File: src/hw/soc_cfg_pkg.sv
package soc_cfg_pkg;

   localparam int dmem_words  = 64;   // data ram depth in words
   localparam int dmem_addr_w = 6;    // word address into data ram
   localparam int imem_words  = 64;   // program rom depth in words

   localparam int stack_top   = 256;  // sp after reset, byte address

   localparam int mat_n       = 3;    // square matrix size
   localparam int mat_idx_w   = 2;    // row and column counter width

   localparam int mat_a_base  = 0;    // byte addresses of the operands
   localparam int mat_b_base  = 36;
   localparam int mat_c_base  = 72;   // result, sorted in place afterwards

endpackage

File: src/hw/inst_mem.sv
module inst_mem
(
   input  logic          clk_50,
   input  logic [31:0]   addr,
   output logic [31:0]   inst
);

   logic [29:0] word;   // word index of the byte address

   assign word = addr[31:2];

   always_ff @(posedge clk_50)
   begin
      if (word >= soc_cfg_pkg::imem_words)
         inst <= 32'h0;   // past the rom reads as halt
      else
      begin
         case (word)
            0:  inst <= 32'h00000013;   // nop
            1:  inst <= 32'h00000013;   // nop
            2:  inst <= 32'h00000013;   // nop
            3:  inst <= 32'h00000013;   // nop
            4:  inst <= 32'h00000013;   // nop
            5:  inst <= 32'hff810113;   // sp -= 8
            6:  inst <= 32'h01412223;   // push s4 at sp+4
            7:  inst <= 32'h01312023;   // push s3 at sp+0
            8:  inst <= 32'h00400993;   // s3 = 4, pass counter in bytes
            9:  inst <= 32'h00000a13;   // s4 = 0, first pair offset
            10: inst <= 32'h00000793;   // a5 = A base
            11: inst <= 32'h02400813;   // a6 = B base
            12: inst <= 32'h04800893;   // a7 = C base
            13: inst <= 32'h0107888b;   // matr a7, a5, a6
            14: inst <= 32'h00000513;   // outer loop head, a0 = 0
            15: inst <= 32'h02400613;   // a2 = 36, nine words
            16: inst <= 32'h04800293;   // t0 walks C from its base
            17: inst <= 32'h04c9d863;   // s3 >= a2 ends the sort
            18: inst <= 32'h00000e33;   // t3 = 0
            19: inst <= 32'hffc60e13;   // t3 = a2 - 4, last pair
            20: inst <= 32'h000a0f13;   // t5 = s4
            21: inst <= 32'h03cf5863;   // inner loop head, t5 >= t3 ends the pass
            22: inst <= 32'h0002a503;   // a0 = C[j]
            23: inst <= 32'h0042a583;   // a1 = C[j+1]
            24: inst <= 32'h00428293;   // t0 += 4
            25: inst <= 32'h02a5d463;   // already ordered, skip the swap
            26: inst <= 32'h00050f93;   // t6 = a0
            27: inst <= 32'h00058513;   // a0 = a1
            28: inst <= 32'h000f8593;   // a1 = t6
            29: inst <= 32'hfea2ae23;   // store lower word back
            30: inst <= 32'h00b2a023;   // store upper word back
            31: inst <= 32'h004f0f13;   // t5 += 4
            32: inst <= 32'hfc000ae3;   // back to inner loop head
            33: inst <= 32'h00498993;   // pass done, s3 += 4
            34: inst <= 32'hfa0008e3;   // back to outer loop head
            35: inst <= 32'h004f0f13;   // no swap path, t5 += 4
            36: inst <= 32'hfc0002e3;   // back to inner loop head
            37: inst <= 32'h00012983;   // pop s3
            38: inst <= 32'h00412a03;   // pop s4
            39: inst <= 32'h00810113;   // sp += 8
            40: inst <= 32'h00a54533;   // a0 = 0 via xor
            default: inst <= 32'h0;     // halt
         endcase
      end
   end

endmodule

File: config.mk
export PLATFORM = sky130hd
export DESIGN_NAME = inst_mem
export DESIGN_NICKNAME = d
export VERILOG_FILES = /design/src/hw/soc_cfg_pkg.sv /design/src/hw/inst_mem.sv
export SDC_FILE = /design/constraint.sdc
export NUM_CORES = 1
export LEC_CHECK = 0
export BUFFER_PORTS_ARGS = -buffer_cell sky130_fd_sc_hd__buf_2
export CAP_MARGIN = 5
export CORE_MARGIN = 5
export CORE_UTILIZATION = 29
export CTS_BUF_LIST = sky130_fd_sc_hd__clkbuf_8
export DETAILED_ROUTE_END_ITERATION = 6
export PLACE_DENSITY_LB_ADDON = 0.2
export SLEW_MARGIN = 20
export SYNTH_ARGS = -nofsm -noshare
export SYNTH_HDL_FRONTEND = slang
export SYNTH_SLANG_ARGS = --single-unit
File: constraint.sdc
create_clock -name clk_50 -period 2.25 [get_ports clk_50]
set_clock_uncertainty 0.1 [all_clocks]
set_input_delay 0.225 -clock clk_50 [delete_from_list [all_inputs] [get_ports clk_50]]
set_output_delay 0.225 -clock clk_50 [all_outputs]
set_load 0.01 [all_outputs]
-- Word-level counts from Yosys, hierarchy flattened
Memories as Yosys holds them, arrays and structs flattened. A register that Yosys moved wholly into a read port is not among the register bits.
Cells that the tools add are included.
W data, S select, Z words.
- order comparisons: 1
- bitwise gates (word level): 1
- reduce and logical (&&, ||, !) cells: 2
- operators with widths (cell ; number):
    $ge A30 B7 Y1 const B ; 1
    $logic_not A24 Y1 ; 1
    $reduce_or A2 Y1 ; 1
    $not A1 Y1 ; 1
- bits in registers: 32
- bits in read-only memories: 1984
- input bits: 33
- output and inout bits: 32
- word-level logic and storage cells: 6
- memories kept: 1
- memories (memory ; depth ; bits a word ; read ports ; clocked after memory_dff ; wr ports ; line ; source):
    (no name shown) ; 64 ; 31 ; 1 ; 1 ; 0 ; inst_mem.sv:18 ; case (word)

-- Depth between registers and ports, before layout
- depth after elaboration: 3
- depth in mapped cells: 8
- gate-level depth less buffers: 6

-- Worst setup path before layout
OpenSTA, ideal clock, no wires.
- kind: input port to flip-flop
- start: input port addr[2]
- end: register inst[5]
- data arrival time: 1.708 ns
- data required time: 2.076 ns
- setup slack: 0.368 ns
- cell stages on the path: 7
- path buffers: 1
- cell sequence: clkbuf_1 inv_1 ha_1 nand2b_1 and3_1 a2111o_1 a31oi_1
- longest elaborated chain between the ends: 2
- RTL lines (what ; line ; source):
    start, declared ; inst_mem.sv:4 ; input logic [31:0] addr,
    $ge A30 B7 Y1 ; inst_mem.sv:14 ; if (word >= soc_cfg_pkg::imem_words)
    $reduce_or A2 Y1 (no line) ; -- ;
    end, declared ; inst_mem.sv:5 ; output logic [31:0] inst
Parallel ways exist; a longest one is shown, timed or not.
A chain may end at the register's enable or synchronous reset.

-- Worst setup path in the final report
- start: input port addr[3]
- end: register inst[30]
Same word-level chain as after synthesis.

==> impl_metrics.json <==
{
  "period_share_pct": 75.8,
  "synth_xor_area_share_pct": 0,
  "use_met3_pct": 3.19,
  "drtPass1Iterations": 5,
  "place_ws_ns": 0.294,
  "top_register": "inst",
  "grt.met1_usage_pct": 20.6,
  "synth_top_family_by_area": "compound AO/OA/AOI/OAI gates",
  "synth_most_common_cell": "dfxtp_1",
  "worstPathMaxFanout": 8,
  "worst_ep_required_time_ns": 2.36,
  "cpLargestDelayFamily": "simple AND/OR/NAND/NOR gates",
  "hold_buffers": 0,
  "ff_latch_area_um2": 520,
  "worst_pin_slew_ns": 0.612,
  "initial_core_util_pct": 29.4,
  "fin_nets": 334,
  "path_class": "input pin to flop",
  "maxCapViolCount": 0,
  "slew_headroom_pct": 59.1,
  "fin_crit_ns": 1.71,
  "ir_worst_vdd_mv": 0.273,
  "htree_levels": 1,
  "grt_usage_pct": 15.2,
  "grt.busiest_layer": "met2",
  "synth-seq-cells": 26,
  "synth_area_um2": 1840,
  "vias": 1989,
  "root_buffer": "clkbuf_8",
  "grt_max_degree": 27,
  "overflow": 0,
  "worstSetupStartpointType": "input pin",
  "yosys.area_share.simple_pct": 25.7,
  "clock.fmax_mhz": 587,
  "finalHoldViolations": 0,
  "synth_common_cells": "26 x dfxtp_1, 19 x a21oi_1, 19 x nand2_1",
  "die-height_um": 89.6,
  "hold_class": "input pin to flop",
  "routed_via_density": 5.38,
  "p_total_mw": 1.11,
  "top_regs": "inst x26",
  "crit_chain": "buf_2 -> inv_1 -> ha_1 -> and2_1 -> nand2b_1 -> or3_1 -> a31oi_1",
  "setup_viol": 0,
  "critPathSlowestCell": "ha_1",
  "cts_tree": "yes",
  "path_buf_inv": 2,
  "slew_violations": 0,
  "multi_input_area_um2": 1130,
  "arrival_ns": 1.81,
  "grt_pass1_wl_mm": 9.52,
  "grt.met2_usage_pct": 23.3,
  "largest_reg_flops": 26,
  "first_iter_violations": 208,
  "fin_area_um2": 2270,
  "rsz0062_at_grt": "false",
  "seq_area_frac_synth_pct": 28.3,
  "synth-adder-area-share_pct": 4.77,
  "diodes": 0,
  "crit_start": "addr[3]",
  "ys_types": 53,
  "syn-num-nets": 278,
  "cts_buffer_depth": 2,
  "synthCells": 238,
  "syn_avg_cell_area_um2": 7.72,
  "yosysTopAreaCell": "dfxtp_1",
  "place_area_um2": 2200,
  "ant_nets": 0,
  "end_kind": "flop",
  "yosys-top-cells-area": "dfxtp_1 28%, a21oi_1 5.2%, ha_1 4.8%",
  "setup_ws_ns": 0.545,
  "globalplace.congestion": 0.847,
  "dp_hpwl_mm": 4.37,
  "leakage_nw": 0.989,
  "io_pins": 65,
  "yosys_warnings": 0,
  "p_per_area_nw_per_um2": 486,
  "die_w_um": 89.6,
  "core_area_um2": 6240,
  "portBuffers": 61,
  "drc": 0,
  "areaGrowthSynthToFinish_pct": 23.8,
  "cts_resized": 0,
  "synth.area.mux_share_pct": 4.02,
  "synth_top_flop_cell": "dfxtp_1",
  "synth-compound-area-share_pct": 27.1,
  "fp-row-count": 29,
  "critPathMaxStageDelay_ns": 0.40,
  "wl_per_cell_um": 15.8,
  "holdCritStartpoint": "addr[4]",
  "path_clk_slew_ns": 0.11,
  "hold_ws_ns": 0.194,
  "synthArstFlopShare_pct": 0,
  "grt_pass1_vias": 1893,
  "cts_sinks": 26,
  "cts_setup_buffers": 0,
  "synth_top_area_share_pct": 28.3,
  "status": "finished, final reports clean",
  "synth_edf_count": 0,
  "layout-drive-gt1-share_pct": 29.0,
  "cts_inserted_buffers": 3,
  "fillers": 691,
  "tns_ns": 0,
  "fp.dieArea_um2": 8030,
  "wirelength_mm": 5.84,
  "antenna_found_initial": 0
}
[placed cells by master (no fill, tap or decap), types with 4 or more instances in the layout]
cell type   n
nand2b_1   11
mux2i_1     4
nor2b_1     7
nor2_1     18
a21oi_1    19
nand2_1    19
o21ai_0    15
nand3_1     7
inv_1       9
ha_1        7
dfxtp_1    26
buf_2      61
buf_4      15
a31oi_1     9
nor4_1      7
nor3_1      5
[final cells by class]
cell class | count | share of cell area [%]
Multi-Input combinational cell | 178 | 49.9
Sequential cell | 26 | 22.9
Timing Repair Buffer | 76 | 18.4
Tap cell | 77 | 4.24
Clock buffer | 3 | 1.82
Inverter | 9 | 1.49
Clock inverter | 1 | 1.32
[kinds of logic after synthesis]
family,count (synthesis)
multiplexers,6
buffers and inverters,34
flip-flops,26
AND/OR/NAND/NOR,90
other,1
AO/OA/AOI/OAI,74
adder cells (fa/ha/maj),7
[power by group]
group	total (mW)	leakage, nW	internal [mW]	switching [mW]
logic	0.240	0.744	0.0978	0.142
registers	0.460	0.209	0.460	0.00000000349
clock network	0.406	0.0357	0.238	0.168
total	1.11	0.989	0.796	0.310
[metal layers]
metal | routed length [um] | part of all wire [%] | vias up
met5 | 0 | 0 | -
met4 | 158 | 2.7 | 0
met3 | 487 | 8.3 | 19
met2 | 2570 | 44 | 91
met1 | 2630 | 45 | 904
li1 | - | - | 975
[through the flow]
stage,std cells,utilization [%]
final,370,36.4
after global routing,370,36.4
after CTS,370,36.4
after detailed placement,366,35.3
after global placement,366,35.3
after floorplan,238,-
[path summary, 6_finish.rpt]
path                  endpoint  cells after the start  slack [ns]
worst max-delay path  inst[30]                      7        0.54
worst min-delay path   inst[3]                      3        0.19
Power figures use the tool's default switching activity.
