===== src/hw/rv_isa_pkg.sv =====
package rv_isa_pkg;

   localparam int xlen       = 32;   // data and instruction width
   localparam int reg_addr_w = 5;    // register index width
   localparam int op_w       = 7;    // opcode field
   localparam int f3_w       = 3;    // funct3 field
   localparam int f7_w       = 7;    // funct7 field

   localparam logic [op_w-1:0] op_imm    = 7'b0010011;  // addi
   localparam logic [op_w-1:0] op_reg    = 7'b0110011;  // add and xor
   localparam logic [op_w-1:0] op_load   = 7'b0000011;  // lw
   localparam logic [op_w-1:0] op_store  = 7'b0100011;  // sw
   localparam logic [op_w-1:0] op_branch = 7'b1100011;  // beq and bge
   localparam logic [op_w-1:0] op_matr   = 7'b0001011;  // custom-0 matrix product

   localparam logic [f3_w-1:0] f3_add  = 3'b000;
   localparam logic [f3_w-1:0] f3_xor  = 3'b100;
   localparam logic [f3_w-1:0] f3_beq  = 3'b000;
   localparam logic [f3_w-1:0] f3_bge  = 3'b101;  // signed compare
   localparam logic [f3_w-1:0] f3_word = 3'b010;  // lw and sw width

   localparam logic [f7_w-1:0] f7_base = 7'b0000000;  // plain add and xor

   localparam logic [reg_addr_w-1:0] reg_sp = 5'd2;   // x2 holds the stack pointer

endpackage


===== src/hw/soc_cfg_pkg.sv =====
package soc_cfg_pkg;

   localparam int dmem_words  = 64;   // data ram depth in words
   localparam int dmem_addr_w = 6;    // word address into data ram
   localparam int imem_words  = 64;   // program rom depth in words

   localparam int stack_top   = 256;  // sp after reset, byte address

   localparam int mat_n       = 3;    // square matrix size
   localparam int mat_idx_w   = 2;    // row and column counter width

   localparam int mat_a_base  = 0;    // byte addresses of the operands
   localparam int mat_b_base  = 36;
   localparam int mat_c_base  = 72;   // result, sorted in place afterwards

endpackage


===== src/hw/mem_bus_if.sv =====
interface mem_bus_if;

   logic                         req_valid;  // master has a request up
   logic                         req_ready;  // slave can take it this cycle
   logic                         we;         // write when high
   logic [rv_isa_pkg::xlen-1:0]  addr;       // byte address
   logic [rv_isa_pkg::xlen-1:0]  wdata;
   logic                         rsp_valid;  // read data one cycle after accept
   logic [rv_isa_pkg::xlen-1:0]  rdata;

   modport master
   (
      output req_valid,
      output we,
      output addr,
      output wdata,
      input  req_ready,
      input  rsp_valid,
      input  rdata
   );

   modport slave
   (
      input  req_valid,
      input  we,
      input  addr,
      input  wdata,
      output req_ready,
      output rsp_valid,
      output rdata
   );

endinterface


===== src/hw/data_mem.sv =====
module data_mem
(
   input  logic                                 clk_50,
   mem_bus_if.slave                             bus,
   input  logic                                 ld_valid,
   input  logic [soc_cfg_pkg::dmem_addr_w-1:0]  ld_addr,
   input  logic [rv_isa_pkg::xlen-1:0]          ld_data,
   input  logic [soc_cfg_pkg::dmem_addr_w-1:0]  dbg_addr,
   output logic [rv_isa_pkg::xlen-1:0]          dbg_data
);

   logic [rv_isa_pkg::xlen-1:0]          mem [soc_cfg_pkg::dmem_words];
   logic [soc_cfg_pkg::dmem_addr_w-1:0]  bus_word;   // word index of bus address
   logic                                 accept;     // request taken this edge

   assign bus_word      = bus.addr[soc_cfg_pkg::dmem_addr_w+1:2];
   assign bus.req_ready = !ld_valid;   // load port wins, bus master stalls
   assign accept        = bus.req_valid && bus.req_ready;

   always_ff @(posedge clk_50)
   begin
      if (ld_valid)
         mem[ld_addr] <= ld_data;      // external preload
      else if (accept && bus.we)
         mem[bus_word] <= bus.wdata;
   end

   always_ff @(posedge clk_50)
   begin
      bus.rsp_valid <= accept && !bus.we;   // reads answer exactly one cycle later
      if (accept && !bus.we)
         bus.rdata <= mem[bus_word];
      dbg_data <= mem[dbg_addr];            // registered debug read
   end

endmodule


===== src/flat_wrapper.sv =====
// flat-port wrapper written by rule: the top's interface ports become plain ports
module data_mem_flat 
  (clk_50, ld_valid, ld_addr, ld_data, dbg_addr, dbg_data, bus_req_valid, bus_we, bus_addr, bus_wdata, bus_req_ready, bus_rsp_valid, bus_rdata);
  mem_bus_if bus_i ();
  input  logic clk_50;
  input  logic ld_valid;
  input  logic [soc_cfg_pkg::dmem_addr_w-1:0] ld_addr;
  input  logic [rv_isa_pkg::xlen-1:0] ld_data;
  input  logic [soc_cfg_pkg::dmem_addr_w-1:0] dbg_addr;
  output logic [rv_isa_pkg::xlen-1:0] dbg_data;
  input wire logic [$bits(bus_i.req_valid)-1:0] bus_req_valid;
  input wire logic [$bits(bus_i.we)-1:0] bus_we;
  input wire logic [$bits(bus_i.addr)-1:0] bus_addr;
  input wire logic [$bits(bus_i.wdata)-1:0] bus_wdata;
  output wire logic [$bits(bus_i.req_ready)-1:0] bus_req_ready;
  output wire logic [$bits(bus_i.rsp_valid)-1:0] bus_rsp_valid;
  output wire logic [$bits(bus_i.rdata)-1:0] bus_rdata;
  assign bus_i.req_valid = bus_req_valid;
  assign bus_i.we = bus_we;
  assign bus_i.addr = bus_addr;
  assign bus_i.wdata = bus_wdata;
  assign bus_req_ready = bus_i.req_ready;
  assign bus_rsp_valid = bus_i.rsp_valid;
  assign bus_rdata = bus_i.rdata;
  data_mem u_core (.clk_50(clk_50), .bus(bus_i), .ld_valid(ld_valid), .ld_addr(ld_addr), .ld_data(ld_data), .dbg_addr(dbg_addr), .dbg_data(dbg_data));
endmodule

===== config.mk =====
export PLATFORM = sky130hd
export DESIGN_NAME = data_mem_flat
export DESIGN_NICKNAME = d
export VERILOG_FILES = /design/src/hw/rv_isa_pkg.sv /design/src/hw/soc_cfg_pkg.sv /design/src/hw/mem_bus_if.sv /design/src/hw/data_mem.sv /design/src/flat_wrapper.sv
export SDC_FILE = /design/constraint.sdc
export NUM_CORES = 2
export LEC_CHECK = 0
export BUFFER_PORTS_ARGS = -buffer_cell sky130_fd_sc_hd__buf_2
export CORE_MARGIN = 1.5
export CORE_UTILIZATION = 45
export DETAILED_ROUTE_END_ITERATION = 12
export PLACE_DENSITY = 0.65
export RECOVER_POWER = 50
export SETUP_SLACK_MARGIN = 0.2
export SKIP_LAST_GASP = 1
export SLEW_MARGIN = 0
export SYNTH_ARGS = -nofsm -noshare
export SYNTH_HDL_FRONTEND = slang
export SYNTH_SLANG_ARGS = --single-unit

===== constraint.sdc =====
create_clock -name clk_50 -period 3.3 [get_ports clk_50]
set_input_delay 0.165 -clock clk_50 [delete_from_list [all_inputs] [get_ports clk_50]]
set_output_delay 0.165 -clock clk_50 [all_outputs]
set_load 0.05 [all_outputs]

Yosys cells after proc, flatten, opt, wreduce, memory -nomap -nowiden

Memory sizes are Yosys's and may differ from the RTL's. A register that Yosys moved wholly into a read port is not among the register bits.
Cells that the tools add are included.

Register bits after elaboration: 1
RAM bits: 2,048
Input bits: 112
Output and inout port bits: 66
Word-level logic and storage cells: 16
Memories kept: 1

Memories:

| name       | depth | bits a word | rd ports | clocked after Yosys merged registers in | write ports | line           | RTL |
|---|---|---|---|---|---|---|---|
| u_core.mem | 64    | 32          | 2        | 2                                       | 1           | data_mem.sv:12 | `logic [rv_isa_pkg::xlen-1:0] mem [soc_cfg_pkg::dmem_words];` |

Multiplexer cells: 8
Reduce and logical (&&, ||, !) cells: 6

Operators by type and width:

| kind                | number |
|---|---|
| two-way mux 32 bit  | 1 |
| OR reduction 32 bit | 1 |
| two-way mux 1 bit   | 6 |
| two-way mux 6 bit   | 1 |
| logical AND 1 bit   | 3 |
| logical NOT 1 bit   | 2 |

Depth between registers and ports, before layout

Word-level depth: 8
Gate-level depth with buffers: 11
Mapped depth without buffers: 5

Least setup slack after synthesis

Ideal clock, no wire load.

Path type: input-to-reg
Start: input port bus_addr[4]
End: memory u_core.mem[46][0] in the netlist's numbering, enable pin
Library setup time: 0.421 ns
Arrival time: 2.998 ns
Required time: 2.879 ns
Path slack: -0.119 ns
Cell stages on the path: 9
Path buffers: 5
Path through: buf_2 > buf_4 > buf_2 > buf_1 > buf_2 > nand3_1 > nand2_1 > nand2_1 > nor2_1

Word-level cells in the longest chain between the ends: 1

Ends and longest elaborated chain:

| what                        | line               | RTL |
|---|---|---|
| from (decl)                 | flat_wrapper.sv:13 | `input wire logic [$bits(bus_i.addr)-1:0] bus_addr;` |
| two-way mux 6 bit (no line) | n/a                |  |
| to (decl)                   | data_mem.sv:12     |  |

Every way passes these cells.

Worst setup path in the final report

Start: input port bus_addr[3]
End: memory u_core.mem[43][4] in the netlist's numbering, enable pin

Same word-level chain as after synthesis.

==> results.md <==
- Worst Tran Pin Value: 2.044 ns
- Die Height: 467.2 µm
- Row count: 170
- Ports: 178
- Hold Startpoint: dbg_addr[3]
- Final Cell Area: 111600 µm²
- Leak: 35.23 nW
- Area delta synth->final: 15.16%
- Vias post-DR: 54290
- Setup slack, reg-to-reg: 0.71 ns
- Die ar.: 218200 µm²
- CP Data Required Time: 3.75 ns
- Final hold vios: 0
- Clock Skew: 0.04966 ns
- Final Critical Period: 2.877 ns
- Hold Crit Endpoint: u_core.dbg_data[2]$_DFF_P_
- Mapped Area: 96950 µm²
- Clock slew seen by the registers of the worst setup and hold paths: 0.06 ns
- DRC: 0
- PwrDens: 540.7 nW/µm²
- CTS root buffer: clkbuf_16
- DP Cell Count: 7617
- Max-Cap Viols: 21
- Crit end category: flop
- Post-CTS Setup Repair Bufs: 0
- Largest delay share family, worst path: buffers and inverters
- Synth top area share: 64.43%
- Post-DP Area: 105000 µm²
- Largest net degree at the start of global routing: 65
- I/O Buffers: 151
- Top post-synthesis cells by count: edfxtp_1 (2080), mux4_2 (1159), nand2_1 (274), mux2i_1 (170), clkbuf_1 (128)
- Clk pwr share: 40.5%
- Startpoint Class: input port
- Count of final setup violators: 0
- Largest area contributor in the netlist: edfxtp_1
- Routed len/inst: 37.03 µm
- Worst path buffer plus inverter count: 5
- Initial antenna violation count: 21
- Total congestion overflow: 0
- Min-delay worst type: input port to flop
- Yosys warns: 0
- Worst-skew pair later-pin latency: 0.89 ns
- FILL cells: 16660
- Share of layout cells above drive strength 1: 40.81%
- Syn Nets: 4684
- R2R Path End: u_core.dbg_data[6]$_DFF_P_
- Peak supply drop: 0.4576 mV
- CTS tree: done
- Initial DRC count: 7568
- DR vias/cell: 6.766
- Gp weighted congestion: 0.8548
- RSZ-0062 raised after global routing: no
- Resize count post-CTS: 0
- Count leader, synth: edfxtp_1
- Worst Hold Path Cells: 5
- Max Clk Rate: 347.6 MHz
- Crit path arrival time: 3.32 ns
- Main synth FF type: edfxtp_1
- Router iterations before antenna repair: 8
- R2R Path Start: u_core.mem[3][6]$_DFFE_PP_
- Clk sinks: 2113
- Worst-path cell chain: buf_8 > buf_12 > buf_4 > nand2b_1 > o21ai_0 > nand2_1 > clkbuf_1 > nor2_4 > buf_2
- Max stage delay on crit path: 1.12 ns
- Slew headroom: -36.25%
- Ys async rst share: 0%
- Switching share of power: 23.07%
- Seq cells post-synth: 2113
- Dominant cells by area after synthesis: edfxtp_1 (64%), mux4_2 (27%), mux2i_1 (1.8%)
- Starting Density: 45.22%
- Final HPWL DP: 181.3 mm
- Pint: 0.04644 W
- Failing checks: capacitance limit, slew limit
- Number of global-route vias before repair: 55020
- Fin cells: 8024
- Die extent in x: 467.2 µm
- Period Utilization, post-route: 87.17%
- Total Routing Usage GR: 27.35%
- EDFF count, synth: 2080
- Logic pwr share: 9.4%
- Count of cell types in the netlist: 36
- Critical path class: input port to flop
- Hold slack: 0.1465 ns
- Setup slack at placement: 0.3710 ns
- Mapped Cells: 4572
- Final WL: 297.1 mm
- Switching pwr: 0.01393 W
- Final-stage net count: 5109
- Maximum net fanout on the critical path: 38
- Status: finished, violations left
- Final Slew Violations: 1018
- Clock buffer depth: 3
- Core ar.: 214400 µm²
- H-tree Lvls: 4
- Sequential power share: 50.1%
- Worst reg2reg path depth: 6
- CP max stage cell: buf_2
- Wire length of the first global-routing pass: 416.8 mm
- Num CTS Buffers: 214
- DRT antenna net count: 0
- Worst Slack Setup Final: 0.4233 ns
- Mean post-synth cell area: 21.20 µm²
- Sequential share of the synthesized area: 65.11%
cell families (layout without fill, tap and decap cells):
group | Yosys count | in the layout | synth area share (%)
AOI/OAI and AO/OA | 248 | 248 | 1.700
other | 0 | 4 | 0
buffers and inverters | 360 | 970 | 1.898
and+or+nand+nor | 485 | 485 | 2.184
muxes | 1366 | 1366 | 29.11
DFF | 2113 | 2113 | 65.11
layer usage:
metal,GRT usage [%],share of wire [%]
met5,0,0.0034
met4,9.563,3.9
met3,6.090,11
met2,43.27,48
met1,37.62,38
layout by cell type (no fill, tap or decap), types with 13 or more instances in the layout:
cell type,Yosys,final
nand3_1,46,46
buf_2,109,116
nand2_2,0,17
clkinv_1,0,37
clkbuf_1,128,85
clkbuf_16,0,217
bufinv_16,0,22
a211oi_1,49,49
clkinv_2,0,42
buf_12,0,127
a22oi_1,50,50
mux4_2,1159,1159
dfxtp_1,33,33
buf_4,62,243
o211ai_1,33,33
edfxtp_1,2080,2080
nor2_4,0,54
clkbuf_8,0,13
a21oi_1,69,69
nor2_1,69,15
nand2_1,274,257
o22ai_1,21,21
nand2b_1,16,16
mux2i_1,170,170
nor2b_1,53,51
clkbuf_2,0,30
mux2_2,37,37
state kept, by name, indices dropped and copies added, names as in the netlist:
name                  cells
u_core.bus.rsp_valid      1
u_core.mem             2048
u_core.dbg_data          32
u_core.bus.rdata         32
layout make-up:
class	instances	area (µm²)	area share, %
multi-input cells	2099	32440	29.06
diodes	4	10.01	0.008965
repair buffers	566	5409	4.845
clock buffers	277	5776	5.173
clock inverters	124	1316	1.179
flip-flops and latches	2113	63120	56.54
inverters	3	21.27	0.01905
well taps	2838	3551	3.180
per-stage QoR:
step           setup TNS [ns]  power, W  util, %
4_1_cts                     0   0.06064    52.29
2_1_floorplan          -68.39   0.03422        -
6_report                    0   0.06037    52.07
3_3_place_gp                0   0.03639    48.97
3_5_place_dp                0   0.03646    48.97
5_1_grt                     0   0.06192    52.07
power groups by stage:
| stage | Clock (W) | Sequential (W) | Combinational (W) |
|---|---|---|---|
| CTS | 0.0247 | 0.0302 | 0.00573 |
| global route | 0.0257 | 0.0302 | 0.00596 |
| detailed placement | 0 | 0.0308 | 0.00571 |
| finish | 0.0245 | 0.0302 | 0.00570 |
| global placement | 0 | 0.0307 | 0.00566 |
| floorplan | 0 | 0.0309 | 0.00327 |
timing repair:
| item | in CTS | in global routing |
|---|---|---|
| hold endpoints to repair | 7 | 0 |
| setup endpoints to repair | 0 | 0 |
| hold buffers | 2 | 0 |
worst max-delay path by stage:
stage	from	to	slack [ns]	cells past startpoint
after global routing	ld_valid	u_core.mem[22][12]$_DFFE_PP_	0.34	6
final	bus_addr[3]	u_core.mem[43][4]$_DFFE_PP_	0.42	9
after CTS	u_core.mem[3][6]$_DFFE_PP_	u_core.dbg_data[6]$_DFF_P_	0.75	6
after floorplan	bus_addr[4]	u_core.mem[46][0]$_DFFE_PP_	-0.12	9
after detailed placement	dbg_addr[0]	u_core.dbg_data[6]$_DFF_P_	0.37	8
after global placement	dbg_addr[0]	u_core.dbg_data[6]$_DFF_P_	0.43	8
worst min-delay path: cells and delay by family:
kind	cells	cell delay, ns
buf+inv	2	0.51
simple gates	2	0.17
compound gates	1	0.13
No activity file was read; power rests on OpenSTA's default activity.
