`src/hw/rv_isa_pkg.sv`:
```
package rv_isa_pkg;

   localparam int xlen       = 32;   // data and instruction width
   localparam int reg_addr_w = 5;    // register index width
   localparam int op_w       = 7;    // opcode field
   localparam int f3_w       = 3;    // funct3 field
   localparam int f7_w       = 7;    // funct7 field

   localparam logic [op_w-1:0] op_imm    = 7'b0010011;  // addi
   localparam logic [op_w-1:0] op_reg    = 7'b0110011;  // add and xor
   localparam logic [op_w-1:0] op_load   = 7'b0000011;  // lw
   localparam logic [op_w-1:0] op_store  = 7'b0100011;  // sw
   localparam logic [op_w-1:0] op_branch = 7'b1100011;  // beq and bge
   localparam logic [op_w-1:0] op_matr   = 7'b0001011;  // custom-0 matrix product

   localparam logic [f3_w-1:0] f3_add  = 3'b000;
   localparam logic [f3_w-1:0] f3_xor  = 3'b100;
   localparam logic [f3_w-1:0] f3_beq  = 3'b000;
   localparam logic [f3_w-1:0] f3_bge  = 3'b101;  // signed compare
   localparam logic [f3_w-1:0] f3_word = 3'b010;  // lw and sw width

   localparam logic [f7_w-1:0] f7_base = 7'b0000000;  // plain add and xor

   localparam logic [reg_addr_w-1:0] reg_sp = 5'd2;   // x2 holds the stack pointer

endpackage

```
`src/hw/soc_cfg_pkg.sv`:
```
package soc_cfg_pkg;

   localparam int dmem_words  = 64;   // data ram depth in words
   localparam int dmem_addr_w = 6;    // word address into data ram
   localparam int imem_words  = 64;   // program rom depth in words

   localparam int stack_top   = 256;  // sp after reset, byte address

   localparam int mat_n       = 3;    // square matrix size
   localparam int mat_idx_w   = 2;    // row and column counter width

   localparam int mat_a_base  = 0;    // byte addresses of the operands
   localparam int mat_b_base  = 36;
   localparam int mat_c_base  = 72;   // result, sorted in place afterwards

endpackage

```
`src/hw/mem_bus_if.sv`:
```
interface mem_bus_if;

   logic                         req_valid;  // master has a request up
   logic                         req_ready;  // slave can take it this cycle
   logic                         we;         // write when high
   logic [rv_isa_pkg::xlen-1:0]  addr;       // byte address
   logic [rv_isa_pkg::xlen-1:0]  wdata;
   logic                         rsp_valid;  // read data one cycle after accept
   logic [rv_isa_pkg::xlen-1:0]  rdata;

   modport master
   (
      output req_valid,
      output we,
      output addr,
      output wdata,
      input  req_ready,
      input  rsp_valid,
      input  rdata
   );

   modport slave
   (
      input  req_valid,
      input  we,
      input  addr,
      input  wdata,
      output req_ready,
      output rsp_valid,
      output rdata
   );

endinterface

```
`src/hw/reg_file.sv`:
```
module reg_file
(
   input  logic                                clk_50,
   input  logic                                rst_n,
   input  logic [rv_isa_pkg::reg_addr_w-1:0]   rs1_addr,
   input  logic [rv_isa_pkg::reg_addr_w-1:0]   rs2_addr,
   output logic [rv_isa_pkg::xlen-1:0]         rs1_data,
   output logic [rv_isa_pkg::xlen-1:0]         rs2_data,
   input  logic                                wr_en,
   input  logic [rv_isa_pkg::reg_addr_w-1:0]   rd_addr,
   input  logic [rv_isa_pkg::xlen-1:0]         rd_data
);

   logic [rv_isa_pkg::xlen-1:0] regs [32];

   always_ff @(posedge clk_50)
   begin
      if (!rst_n)
      begin
         for (int r = 0; r < 32; r++)
            regs[r] <= (r == rv_isa_pkg::reg_sp) ? soc_cfg_pkg::stack_top : 0;
      end
      else if (wr_en && rd_addr != '0)   // x0 stays zero
         regs[rd_addr] <= rd_data;
   end

   // async read, operands settle within the execute cycle
   assign rs1_data = (rs1_addr == '0) ? '0 : regs[rs1_addr];
   assign rs2_data = (rs2_addr == '0) ? '0 : regs[rs2_addr];

endmodule

```
`src/hw/matrix_unit.sv`:
```
module matrix_unit
(
   input  logic                          clk_50,
   input  logic                          rst_n,
   input  logic                          start,    // one cycle pulse
   input  logic [rv_isa_pkg::xlen-1:0]   a_base,
   input  logic [rv_isa_pkg::xlen-1:0]   b_base,
   input  logic [rv_isa_pkg::xlen-1:0]   c_base,
   output logic                          done,     // one cycle after the last write
   mem_bus_if.master                     bus
);

   typedef enum logic [2:0] {m_idle, m_req_a, m_wait_a, m_req_b, m_wait_b, m_write, m_done}
      mstate_t;

   mstate_t                                 state;
   logic [soc_cfg_pkg::mat_idx_w-1:0]       i, j, k;        // row, column, term
   logic [rv_isa_pkg::xlen-1:0]             a_r, b_r, c_r;  // bases held for the run
   logic signed [rv_isa_pkg::xlen-1:0]      a_val;          // A[i][k] waiting for B[k][j]
   logic signed [rv_isa_pkg::xlen-1:0]      acc;            // running dot product
   logic [rv_isa_pkg::xlen-1:0]             a_addr, b_addr, c_addr;
   logic                                    last_k, last_j, last_i;

   assign last_k = (k == soc_cfg_pkg::mat_n - 1);
   assign last_j = (j == soc_cfg_pkg::mat_n - 1);
   assign last_i = (i == soc_cfg_pkg::mat_n - 1);

   // row major, four bytes per word
   assign a_addr = a_r + ((i * soc_cfg_pkg::mat_n + k) << 2);
   assign b_addr = b_r + ((k * soc_cfg_pkg::mat_n + j) << 2);
   assign c_addr = c_r + ((i * soc_cfg_pkg::mat_n + j) << 2);

   assign bus.req_valid = (state == m_req_a) || (state == m_req_b) || (state == m_write);
   assign bus.we        = (state == m_write);
   assign bus.addr      = (state == m_req_a) ? a_addr : (state == m_req_b) ? b_addr : c_addr;
   assign bus.wdata     = acc;
   assign done          = (state == m_done);

   always_ff @(posedge clk_50)
   begin
      if (!rst_n)
      begin
         state <= m_idle;
         i     <= '0;
         j     <= '0;
         k     <= '0;
      end
      else
      begin
         case (state)
            m_idle:
               if (start)
               begin
                  a_r   <= a_base;
                  b_r   <= b_base;
                  c_r   <= c_base;
                  i     <= '0;
                  j     <= '0;
                  k     <= '0;
                  acc   <= '0;
                  state <= m_req_a;
               end
            m_req_a:
               if (bus.req_ready)
                  state <= m_wait_a;     // hold address until taken
            m_wait_a:
               if (bus.rsp_valid)
               begin
                  a_val <= $signed(bus.rdata);
                  state <= m_req_b;
               end
            m_req_b:
               if (bus.req_ready)
                  state <= m_wait_b;
            m_wait_b:
               if (bus.rsp_valid)
               begin
                  acc <= acc + a_val * $signed(bus.rdata);   // low 32 bits kept
                  k   <= last_k ? '0 : k + 1'b1;
                  state <= last_k ? m_write : m_req_a;
               end
            m_write:
               if (bus.req_ready)
               begin
                  acc <= '0;
                  j   <= last_j ? '0 : j + 1'b1;
                  if (last_j)
                     i <= last_i ? '0 : i + 1'b1;
                  state <= (last_j && last_i) ? m_done : m_req_a;   // ninth write ends it
               end
            m_done:
               state <= m_idle;
            default:
               state <= m_idle;
         endcase
      end
   end

endmodule

```
`src/hw/core_ctrl.sv`:
```
module core_ctrl
(
   input  logic                          clk_50,
   input  logic                          rst_n,
   input  logic                          start,
   output logic                          halted,
   output logic [rv_isa_pkg::xlen-1:0]   imem_addr,
   input  logic [rv_isa_pkg::xlen-1:0]   imem_inst,
   mem_bus_if.master                     bus
);

   typedef enum logic [2:0] {s_idle, s_fetch, s_wait, s_exec, s_mem_req, s_mem_wait,
                             s_matr, s_halt} state_t;

   state_t                                 state;
   logic [rv_isa_pkg::xlen-1:0]            pc;
   logic [rv_isa_pkg::xlen-1:0]            ir;        // instruction under execution
   logic [rv_isa_pkg::xlen-1:0]            c_base_r;  // rd value for matr, read in wait
   logic [rv_isa_pkg::op_w-1:0]            opcode;
   logic [rv_isa_pkg::f3_w-1:0]            f3;
   logic [rv_isa_pkg::f7_w-1:0]            f7;
   logic [rv_isa_pkg::reg_addr_w-1:0]      rs1_addr;
   logic [rv_isa_pkg::xlen-1:0]            rs1_data, rs2_data, rd_data;
   logic [rv_isa_pkg::xlen-1:0]            imm_i, imm_s, imm_b, alu_res, ls_addr;
   logic                                   is_addi, is_add, is_xor, is_lw, is_sw;
   logic                                   is_beq, is_bge, is_matr, is_alu, taken;
   logic                                   wr_en, mu_start, mu_done, mu_owns;

   mem_bus_if mu_bus ();   // matrix unit side of the bus mux

   assign opcode = ir[6:0];
   assign f3     = ir[14:12];
   assign f7     = ir[31:25];
   assign imm_i  = {{20{ir[31]}}, ir[31:20]};
   assign imm_s  = {{20{ir[31]}}, ir[31:25], ir[11:7]};
   assign imm_b  = {{19{ir[31]}}, ir[31], ir[7], ir[30:25], ir[11:8], 1'b0};

   assign is_addi = (opcode == rv_isa_pkg::op_imm) && (f3 == rv_isa_pkg::f3_add);
   assign is_add  = (opcode == rv_isa_pkg::op_reg) && (f7 == rv_isa_pkg::f7_base)
                    && (f3 == rv_isa_pkg::f3_add);
   assign is_xor  = (opcode == rv_isa_pkg::op_reg) && (f7 == rv_isa_pkg::f7_base)
                    && (f3 == rv_isa_pkg::f3_xor);
   assign is_lw   = (opcode == rv_isa_pkg::op_load) && (f3 == rv_isa_pkg::f3_word);
   assign is_sw   = (opcode == rv_isa_pkg::op_store) && (f3 == rv_isa_pkg::f3_word);
   assign is_beq  = (opcode == rv_isa_pkg::op_branch) && (f3 == rv_isa_pkg::f3_beq);
   assign is_bge  = (opcode == rv_isa_pkg::op_branch) && (f3 == rv_isa_pkg::f3_bge);
   assign is_matr = (opcode == rv_isa_pkg::op_matr);
   assign is_alu  = is_addi || is_add || is_xor;

   assign alu_res = is_xor ? (rs1_data ^ rs2_data) : rs1_data + (is_add ? rs2_data : imm_i);
   assign ls_addr = rs1_data + (is_sw ? imm_s : imm_i);
   assign taken   = (is_beq && rs1_data == rs2_data)
                    || (is_bge && $signed(rs1_data) >= $signed(rs2_data));

   // port 1 reads matr's rd while the word is still on the rom output
   assign rs1_addr = (state == s_wait) ? imem_inst[11:7] : ir[19:15];
   assign wr_en    = ((state == s_exec) && is_alu) || ((state == s_mem_wait) && bus.rsp_valid);
   assign rd_data  = (state == s_mem_wait) ? bus.rdata : alu_res;

   assign imem_addr = pc;
   assign halted    = (state == s_halt);
   assign mu_start  = (state == s_exec) && is_matr;

   // matrix unit owns the bus only while the core waits on matr
   assign mu_owns          = (state == s_matr);
   assign bus.req_valid    = mu_owns ? mu_bus.req_valid : (state == s_mem_req);
   assign bus.we           = mu_owns ? mu_bus.we : is_sw;
   assign bus.addr         = mu_owns ? mu_bus.addr : ls_addr;
   assign bus.wdata        = mu_owns ? mu_bus.wdata : rs2_data;
   assign mu_bus.req_ready = mu_owns && bus.req_ready;
   assign mu_bus.rsp_valid = mu_owns && bus.rsp_valid;
   assign mu_bus.rdata     = bus.rdata;

   reg_file u_reg_file
   (
      .clk_50   (clk_50),
      .rst_n    (rst_n),
      .rs1_addr (rs1_addr),
      .rs2_addr (ir[24:20]),
      .rs1_data (rs1_data),
      .rs2_data (rs2_data),
      .wr_en    (wr_en),
      .rd_addr  (ir[11:7]),
      .rd_data  (rd_data)
   );

   matrix_unit u_matrix_unit
   (
      .clk_50 (clk_50),
      .rst_n  (rst_n),
      .start  (mu_start),
      .a_base (rs1_data),
      .b_base (rs2_data),
      .c_base (c_base_r),
      .done   (mu_done),
      .bus    (mu_bus.master)
   );

   always_ff @(posedge clk_50)
   begin
      if (state == s_wait)
      begin
         ir       <= imem_inst;
         c_base_r <= rs1_data;
      end
   end

   always_ff @(posedge clk_50)
   begin
      if (!rst_n)
      begin
         state <= s_idle;
         pc    <= '0;
      end
      else
      begin
         case (state)
            s_idle:
               if (start)
                  state <= s_fetch;
            s_fetch:
               state <= s_wait;                                  // rom registers pc
            s_wait:
               state <= (imem_inst == '0) ? s_halt : s_exec;     // zero word halts
            s_exec:
            begin
               if (is_lw || is_sw)
                  state <= s_mem_req;
               else if (is_matr)
                  state <= s_matr;
               else if (is_alu || is_beq || is_bge)
               begin
                  pc    <= taken ? pc + imm_b : pc + 32'd4;
                  state <= s_fetch;
               end
               else
                  state <= s_halt;                               // unsupported word
            end
            s_mem_req:
               if (bus.req_ready)
               begin
                  if (is_sw)
                     pc <= pc + 32'd4;
                  state <= is_sw ? s_fetch : s_mem_wait;         // stores get no response
               end
            s_mem_wait:
               if (bus.rsp_valid)
               begin
                  pc    <= pc + 32'd4;
                  state <= s_fetch;
               end
            s_matr:
               if (mu_done)
               begin
                  pc    <= pc + 32'd4;
                  state <= s_fetch;
               end
            default:
               state <= s_halt;                                  // held until reset
         endcase
      end
   end

endmodule

```
`src/flat_wrapper.sv`:
```
// flat-port wrapper written by rule: the top's interface ports become plain ports
module core_ctrl_flat 
  (clk_50, rst_n, start, halted, imem_addr, imem_inst, bus_req_valid, bus_we, bus_addr, bus_wdata, bus_req_ready, bus_rsp_valid, bus_rdata);
  mem_bus_if bus_i ();
  input  logic clk_50;
  input  logic rst_n;
  input  logic start;
  output logic halted;
  output logic [rv_isa_pkg::xlen-1:0] imem_addr;
  input  logic [rv_isa_pkg::xlen-1:0] imem_inst;
  output wire logic [$bits(bus_i.req_valid)-1:0] bus_req_valid;
  output wire logic [$bits(bus_i.we)-1:0] bus_we;
  output wire logic [$bits(bus_i.addr)-1:0] bus_addr;
  output wire logic [$bits(bus_i.wdata)-1:0] bus_wdata;
  input wire logic [$bits(bus_i.req_ready)-1:0] bus_req_ready;
  input wire logic [$bits(bus_i.rsp_valid)-1:0] bus_rsp_valid;
  input wire logic [$bits(bus_i.rdata)-1:0] bus_rdata;
  assign bus_req_valid = bus_i.req_valid;
  assign bus_we = bus_i.we;
  assign bus_addr = bus_i.addr;
  assign bus_wdata = bus_i.wdata;
  assign bus_i.req_ready = bus_req_ready;
  assign bus_i.rsp_valid = bus_rsp_valid;
  assign bus_i.rdata = bus_rdata;
  core_ctrl u_core (.clk_50(clk_50), .rst_n(rst_n), .start(start), .halted(halted), .imem_addr(imem_addr), .imem_inst(imem_inst), .bus(bus_i));
endmodule
```
`config.mk`:
```
export PLATFORM = sky130hd
export DESIGN_NAME = core_ctrl_flat
export DESIGN_NICKNAME = d
export VERILOG_FILES = /design/src/hw/rv_isa_pkg.sv /design/src/hw/soc_cfg_pkg.sv /design/src/hw/mem_bus_if.sv /design/src/hw/reg_file.sv /design/src/hw/matrix_unit.sv /design/src/hw/core_ctrl.sv /design/src/flat_wrapper.sv
export SDC_FILE = /design/constraint.sdc
export NUM_CORES = 2
export LEC_CHECK = 0
export ABC_AREA = 1
export BUFFER_PORTS_ARGS = -buffer_cell sky130_fd_sc_hd__clkbuf_2
export CAP_MARGIN = 20
export CORE_MARGIN = 5
export CORE_UTILIZATION = 25
export DETAILED_ROUTE_END_ITERATION = 8
export GPL_TIMING_DRIVEN = 1
export PLACE_DENSITY = 0.48
export SYNTH_ARGS = -nofsm -noshare
export SYNTH_HDL_FRONTEND = slang
export SYNTH_SLANG_ARGS = --single-unit
```
`constraint.sdc`:
```
create_clock -name clk_50 -period 23.2 [get_ports clk_50]
set_input_delay 2.32 -clock clk_50 [delete_from_list [all_inputs] [get_ports clk_50]]
set_output_delay 2.32 -clock clk_50 [all_outputs]
set_load 0.03 [all_outputs]
```
* After elaboration in Yosys (flattened, before gate mapping)
Memories as Yosys holds them, arrays and structs flattened. A register that Yosys moved wholly into a read port is not among the register bits.
Cells that the tools add are included.
** Word-level totals
- Memories :: 1
- Output and inout bits :: 99
- Bits in registers :: 268
- RAM bits :: 1024
** Memory list
- u_core.u_reg_file.regs :: words 32, bits a word 32, read ports 2, clocked after memory_dff 1, wr ports 32, line reg_file.sv:14 : logic [rv_isa_pkg::xlen-1:0] regs [32];
** Operators by class
- Add/sub/neg operators :: 14
- Multipliers :: 3
- Bitwise operators :: 1
- Equality and inequality tests :: 41
- $lt $le $gt $ge :: 1
- Reductions and logical operators :: 48
- Mux-type cells :: 64
** Operator list (count)
- 32-bit two-way mux :: 21
- 32-bit adder :: 4
- 32-bit case mux with 4 select lines :: 1
- 32-bit by 7-bit adder with 32-bit output :: 3
- 32-bit case mux with 3 select lines :: 1
- 3-bit two-way mux :: 17
- 32-bit by 3-bit adder with 32-bit output, second input constant :: 1
- 32-bit == test :: 1
- 32-bit greater-or-equal comparator :: 1
- 32-bit zero test :: 1
- 32-bit by 32-bit multiplier with 32-bit output :: 1
- 32-bit OR reduction :: 1
- 32-bit bitwise XOR :: 1
- 3-bit == test, second input constant :: 9
- 3-bit case mux with 7 select lines :: 1
- 5-bit two-way mux :: 4
- 3-bit case mux with 6 select lines :: 1
- 1-bit logical AND :: 17
- 2-bit two-way mux :: 8
- 2-bit by 1-bit != test with 1-bit output, second input constant :: 8
- 4-bit by 2-bit adder with 5-bit output :: 3
- 3-bit by 2-bit == test with 1-bit output, second input constant :: 5
- 7-bit by 6-bit == test with 1-bit output, second input constant :: 2
- 2-bit != test, second input constant :: 7
- 23 further kinds :: 53

* Longest topological paths before layout
- Word-level depth :: 13
- Gate-level depth with buffers :: 36
- Gate-level depth less buffers :: 33

* By module
Synthesis repeated with hierarchy kept, for this count alone.
** Unflattened totals
- Cells, all modules :: 12632
- Area, all modules :: 95924.5 µm²
** Modules (own cells, without submodules)
- reg_file :: cells an instance 7257, sequential area each 30749.5 µm², area an instance 56489.2 µm², instances 1
- matrix_unit :: cells an instance 3410, sequential area each 4984.8 µm², area an instance 27152.3 µm², instances 1
- core_ctrl :: cells an instance 1965, sequential area each 2602.5 µm², area an instance 12283.0 µm², instances 1

* Least setup slack after synthesis
Ideal clock, no wire load.
- Path kind :: input to register
- From :: in rst_n
- To :: reg u_core.u_matrix_unit.a_r[0] (netlist bit), enable pin
- Arrival time :: 9.410 ns
- Buffers on the path :: 2
- Slack :: 13.121 ns
- Stages on the path :: 4
- Required time :: 22.531 ns
- Library setup time :: 0.669 ns
- Path through :: clkbuf_1 inv_2 buf_1 nor3_1
** On the way
- Word-level cells in the longest chain between the ends :: 1
** RTL lines
- from (decl) :: line flat_wrapper.sv:6 : input logic rst_n;
- 3-bit AND reduction (no source line)
- to (signal assigned) :: line matrix_unit.sv:54 : a_r <= a_base;
- to (decl) :: line matrix_unit.sv:18 : logic [rv_isa_pkg::xlen-1:0] a_r, b_r, c_r;
No other way between the ends.
A chain may end at the register's enable or synchronous reset.

* Final worst setup path
- From :: in imem_inst[8] (netlist bit)
- To :: out bus_addr[23]
** On the way
- Word-level cells in the longest chain between the ends :: 5
** RTL lines
- from (decl) :: line flat_wrapper.sv:10 : input logic [rv_isa_pkg::xlen-1:0] imem_inst;
- 5-bit two-way mux * :: line core_ctrl.sv:56 : assign rs1_addr = (state == s_wait) ? imem_inst[11:7] : ir[19:15];
- memory 32 x 32 bit or 5-bit zero test (tied branches)
- 32-bit two-way mux * :: line reg_file.sv:28 : assign rs1_data = (rs1_addr == '0) ? '0 : regs[rs1_addr];
- net u_core.rs1_data, one bit :: line core_ctrl.sv:23 : logic [rv_isa_pkg::xlen-1:0] rs1_data, rs2_data, rd_data;
- 32-bit adder * :: line core_ctrl.sv:51 : assign ls_addr = rs1_data + (is_sw ? imm_s : imm_i);
- 32-bit two-way mux * :: line core_ctrl.sv:68 : assign bus.addr = mu_owns ? mu_bus.addr : ls_addr;
- to (decl) :: line flat_wrapper.sv:13 : output wire logic [$bits(bus_i.addr)-1:0] bus_addr;
The timed path passes the listed nets; every way through them passes the cells marked *.

==> run metrics <==
combinational family with the most area after synthesis simple AND/OR/NAND/NOR gates; y dimension of the die 623 µm; end of the worst register-to-register path u_core.imem_addr[18]; proportion of synthesized area in mux cells 0; maximum clock skew at final layout 79.7 ps; worst hold margin 415 ps; post-synth top area cell edfxtp_1; synthesized flop and latch total 1296; kind of launch point of the worst setup path primary input; detailed placer's ending HPWL 258 mm; setup fix buffers added after clock tree synthesis 0; final weighted congestion of routability-driven global placement 0.919; Worst path max stage delay 760 ps; Synth area leaders edfxtp_1 40%, fa_1 9.5%, nand2_1 9.0%; count of maximum capacitance violations 0; library cells used by synthesis 61; fraction of final layout cells sized beyond drive strength 1 0.0689; max_slew headroom 0.218; number of buffer cells added on primary ports 166; global-route wire length before repair 588 mm; Worst Tran Pin Value 1170 ps; vias post-DR 85700; terminating pin of the worst hold path u_core.u_matrix_unit.c_r[28]; level count of the clock H-tree 4; total CTS buffers 158; global-route congestion overflow total 0; post-DR wirelength/cell 25.3 µm; area share of and/or/nand/nor cells after synthesis 0.197; share of the synthesized area in compound gates (AO/OA/AOI/OAI) 0.155; largest vdd supply drop 211 µV; leakage component of the power 43.5 nW; Pre-antenna DRT Iters 8; DRC violation total after the first TritonRoute iteration 10800; status complete, no violations; shortest clock period the worst path allows after layout 11500 ps; CP arrival 9180 ps; placeable core region 375000 µm²; worst setup slack after placement 11960 ps; maximum clock rate 87.0 MHz; effective utilization at floorplan 0.251; Synth async-reset ratio 0; I/O pin count 168; finished layout cell area 105000 µm²; launching element of the worst setup path imem_inst[8]; number of endpoints failing setup at the final stage 0; synth warn 0; Clock transition at path regs 60 ps; nets 12000; maximum root-to-sink buffer count 3; Placement Rows 225; register-to-register path setup slack 13910 ps; final hold violations 0; clock insertion delay at the later pin of the skew report 870 ps; max-slew violations 0; clock sinks 1296; Critical Path Slowest Stage Cell buf_4; setup repair after global routing missed its margin no; vias in the first global route 81200; global-route usage over all layers 0.204; Die Outline Area 388000 µm²; number of instances in the synthesized netlist 11400; logic depth of the worst register-to-register path 30; detailed-route vias per instance 5.25; smallest setup slack after layout 11700 ps; number of enable flip-flop cells after synthesis 1248; pwr/cell area 151 nW/µm²; post-detailed-route DRC marker count 0; Antenna Nets Post-Route 0; post-synth top area share 0.399; CTS tree yes; layout overhead on the synthesized area 11.9%; clock root buffer clkbuf_16; worst r2r src u_core.state[1]; parity-gate share of the synthesized area counting xor and xnor cells 0.0152; Die Wd 623 µm; Worst EP required 20880 ps; post-placement cell area 100000 µm²; share of the clock period used by the worst path after layout 0.495; maximum number of pins on one net before global-route repair 151; Post-synth top flop edfxtp_1; quantity of gates resized following cts 0; CP Max Fanout 59; Hold Startpoint u_core.c_base_r[28]; number of antenna violations at the first check in global routing 32; Avg Cell Area, Syn 8.23 µm²; mapped cell area 94000 µm²; Final TNS setup 0 ps; sequential cell area fraction in the yosys report 0.409; classification of the worst setup path primary input to output port; type of the most critical hold path flip-flop to flip-flop; Post-Synth Adder-Cell Area 0.136; Worst setup EP type output port; Final Routed Wirelength 412 mm; Min-Delay Path Depth 0; hold-fix buffer count after cts 0
==> synthesized netlist by cell type (4+ instances only) <==
master	number
o21ai_0	883
buf_2	150
inv_1	1281
a21oi_1	1133
nor4_1	35
dfxtp_1	48
ha_1	303
clkbuf_1	604
inv_2	10
o21ai_1	8
or3_1	18
edfxtp_1	1248
o21a_1	14
nand2_1	2258
a31oi_1	83
o21bai_1	13
nand3b_1	9
nand2_2	4
xnor2_1	67
nor3b_1	5
a221oi_1	8
or2_2	22
buf_4	25
o211ai_1	20
nor2_1	1216
a32o_1	68
a22o_1	51
fa_1	448
o22ai_1	52
a211oi_1	10
nand3_1	760
a22oi_1	12
clkinv_1	5
buf_1	61
a21o_1	19
nor3_1	86
xor2_1	96
a221o_1	6
o221ai_1	176
nand4_1	72
==> metrics by stage <==
| stage | cells | utilization | total power, W |
|---|---|---|---|
| final | 16300 | 0.280 | 0.0159 |
| after global routing | 16300 | 0.280 | 0.0171 |
| after CTS | 16300 | 0.280 | 0.0159 |
| after detailed placement | 16000 | 0.267 | 0.0133 |
| after global placement | 16000 | 0.267 | 0.0133 |
| after floorplan | 11500 | - | 0.00967 |
==> cell usage in the layout, fill, tap and decap left out, types with 20 or more instances in the layout <==
cell | synthesis | layout
a21oi_1 | 1133 | 1133
a22o_1 | 51 | 51
a31oi_1 | 83 | 83
a32o_1 | 68 | 68
buf_4 | 25 | 230
clkbuf_1 | 604 | 51
clkbuf_16 | 0 | 158
clkbuf_2 | 2 | 166
clkinv_1 | 5 | 29
conb_1 | 1 | 33
dfxtp_1 | 48 | 43
edfxtp_1 | 1248 | 1248
fa_1 | 448 | 448
ha_1 | 303 | 303
inv_1 | 1281 | 1278
nand2_1 | 2258 | 2184
nand2_2 | 4 | 66
nand3_1 | 760 | 760
nand4_1 | 72 | 72
nor2_1 | 1216 | 1212
nor3_1 | 86 | 75
nor4_1 | 35 | 35
o211ai_1 | 20 | 20
o21ai_0 | 883 | 880
o221ai_1 | 176 | 176
o22ai_1 | 52 | 52
or2_2 | 22 | 22
xnor2_1 | 67 | 67
xor2_1 | 96 | 96
==> worst max-delay path by stage <==
stage,to,slack [ps],cells past startpoint
2_1_floorplan,u_core.u_matrix_unit.a_r[0],13120,4
3_3_place_gp,bus_addr[27],11920,27
3_5_place_dp,bus_addr[23],11960,25
4_1_cts,bus_addr[23],11950,28
5_1_grt,bus_addr[23],11350,28
6_report,bus_addr[23],11700,25
==> routing by layer <==
| layer | share of wire | track usage | vias up | routed length, µm |
|---|---|---|---|---|
| li1 | - | - | 37900 | - |
| met1 | 0.42 | 0.282 | 42300 | 174000 |
| met2 | 0.44 | 0.317 | 4570 | 182000 |
| met3 | 0.086 | 0.0289 | 835 | 35600 |
| met4 | 0.050 | 0.0913 | 10 | 20500 |
| met5 | 0.00014 | 0 | - | 56 |
==> sequential cells by signal, summed over array words and instances (netlist names), named ones only <==
register,count
u_core.u_reg_file.regs,1024
u_core.c_base_r,32
u_core.ir,32
u_core.u_matrix_unit.a_r,32
u_core.u_matrix_unit.a_val,32
u_core.u_matrix_unit.b_r,32
u_core.u_matrix_unit.bus.wdata,32
u_core.u_matrix_unit.c_r,32
u_core.imem_addr,31
u_core.state,3
u_core.u_matrix_unit.state,3
u_core.u_matrix_unit.i,2
u_core.u_matrix_unit.j,2
u_core.u_matrix_unit.k,2
==> where the power goes <==
group | switching (W) | internal, W | leakage [nW] | total (W)
combinational | 0.00753 | 0.00303 | 28.1 | 0.0106
clock | 0.00111 | 0.00139 | 2.42 | 0.00250
sequential | 0.000122 | 0.00276 | 13.0 | 0.00288
total | 0.00876 | 0.00718 | 43.5 | 0.0159
==> critical path, delay by kind of cell <==
kind                       cells  cell delay [ps]
adders and majority gates      1              310
buffers and inverters          9             3670
AOI/OAI and AO/OA              8             1570
and+or+nand+nor                7             1070
==> cell families after synthesis <==
logic type / count (synthesis)
and+or+nand+nor: 4502
AOI/OAI and AO/OA: 2570
buffers and inverters: 2141
DFF: 1296
adders and majority gates: 751
xor gates and xnor gates: 163
other: 1
==> cell type report <==
class / instances / area [µm²]
Antenna cell: 8 / 20.0
Clock buffer: 209 / 4150
Clock inverter: 76 / 896
Fill cell: 40200 / 270000
Inverter: 1296 / 4890
Multi-Input combinational cell: 8019 / 47800
Sequential cell: 1296 / 38500
Tap cell: 4994 / 6250
Timing Repair Buffer: 407 / 2770
(Power assumes the default switching activity.)
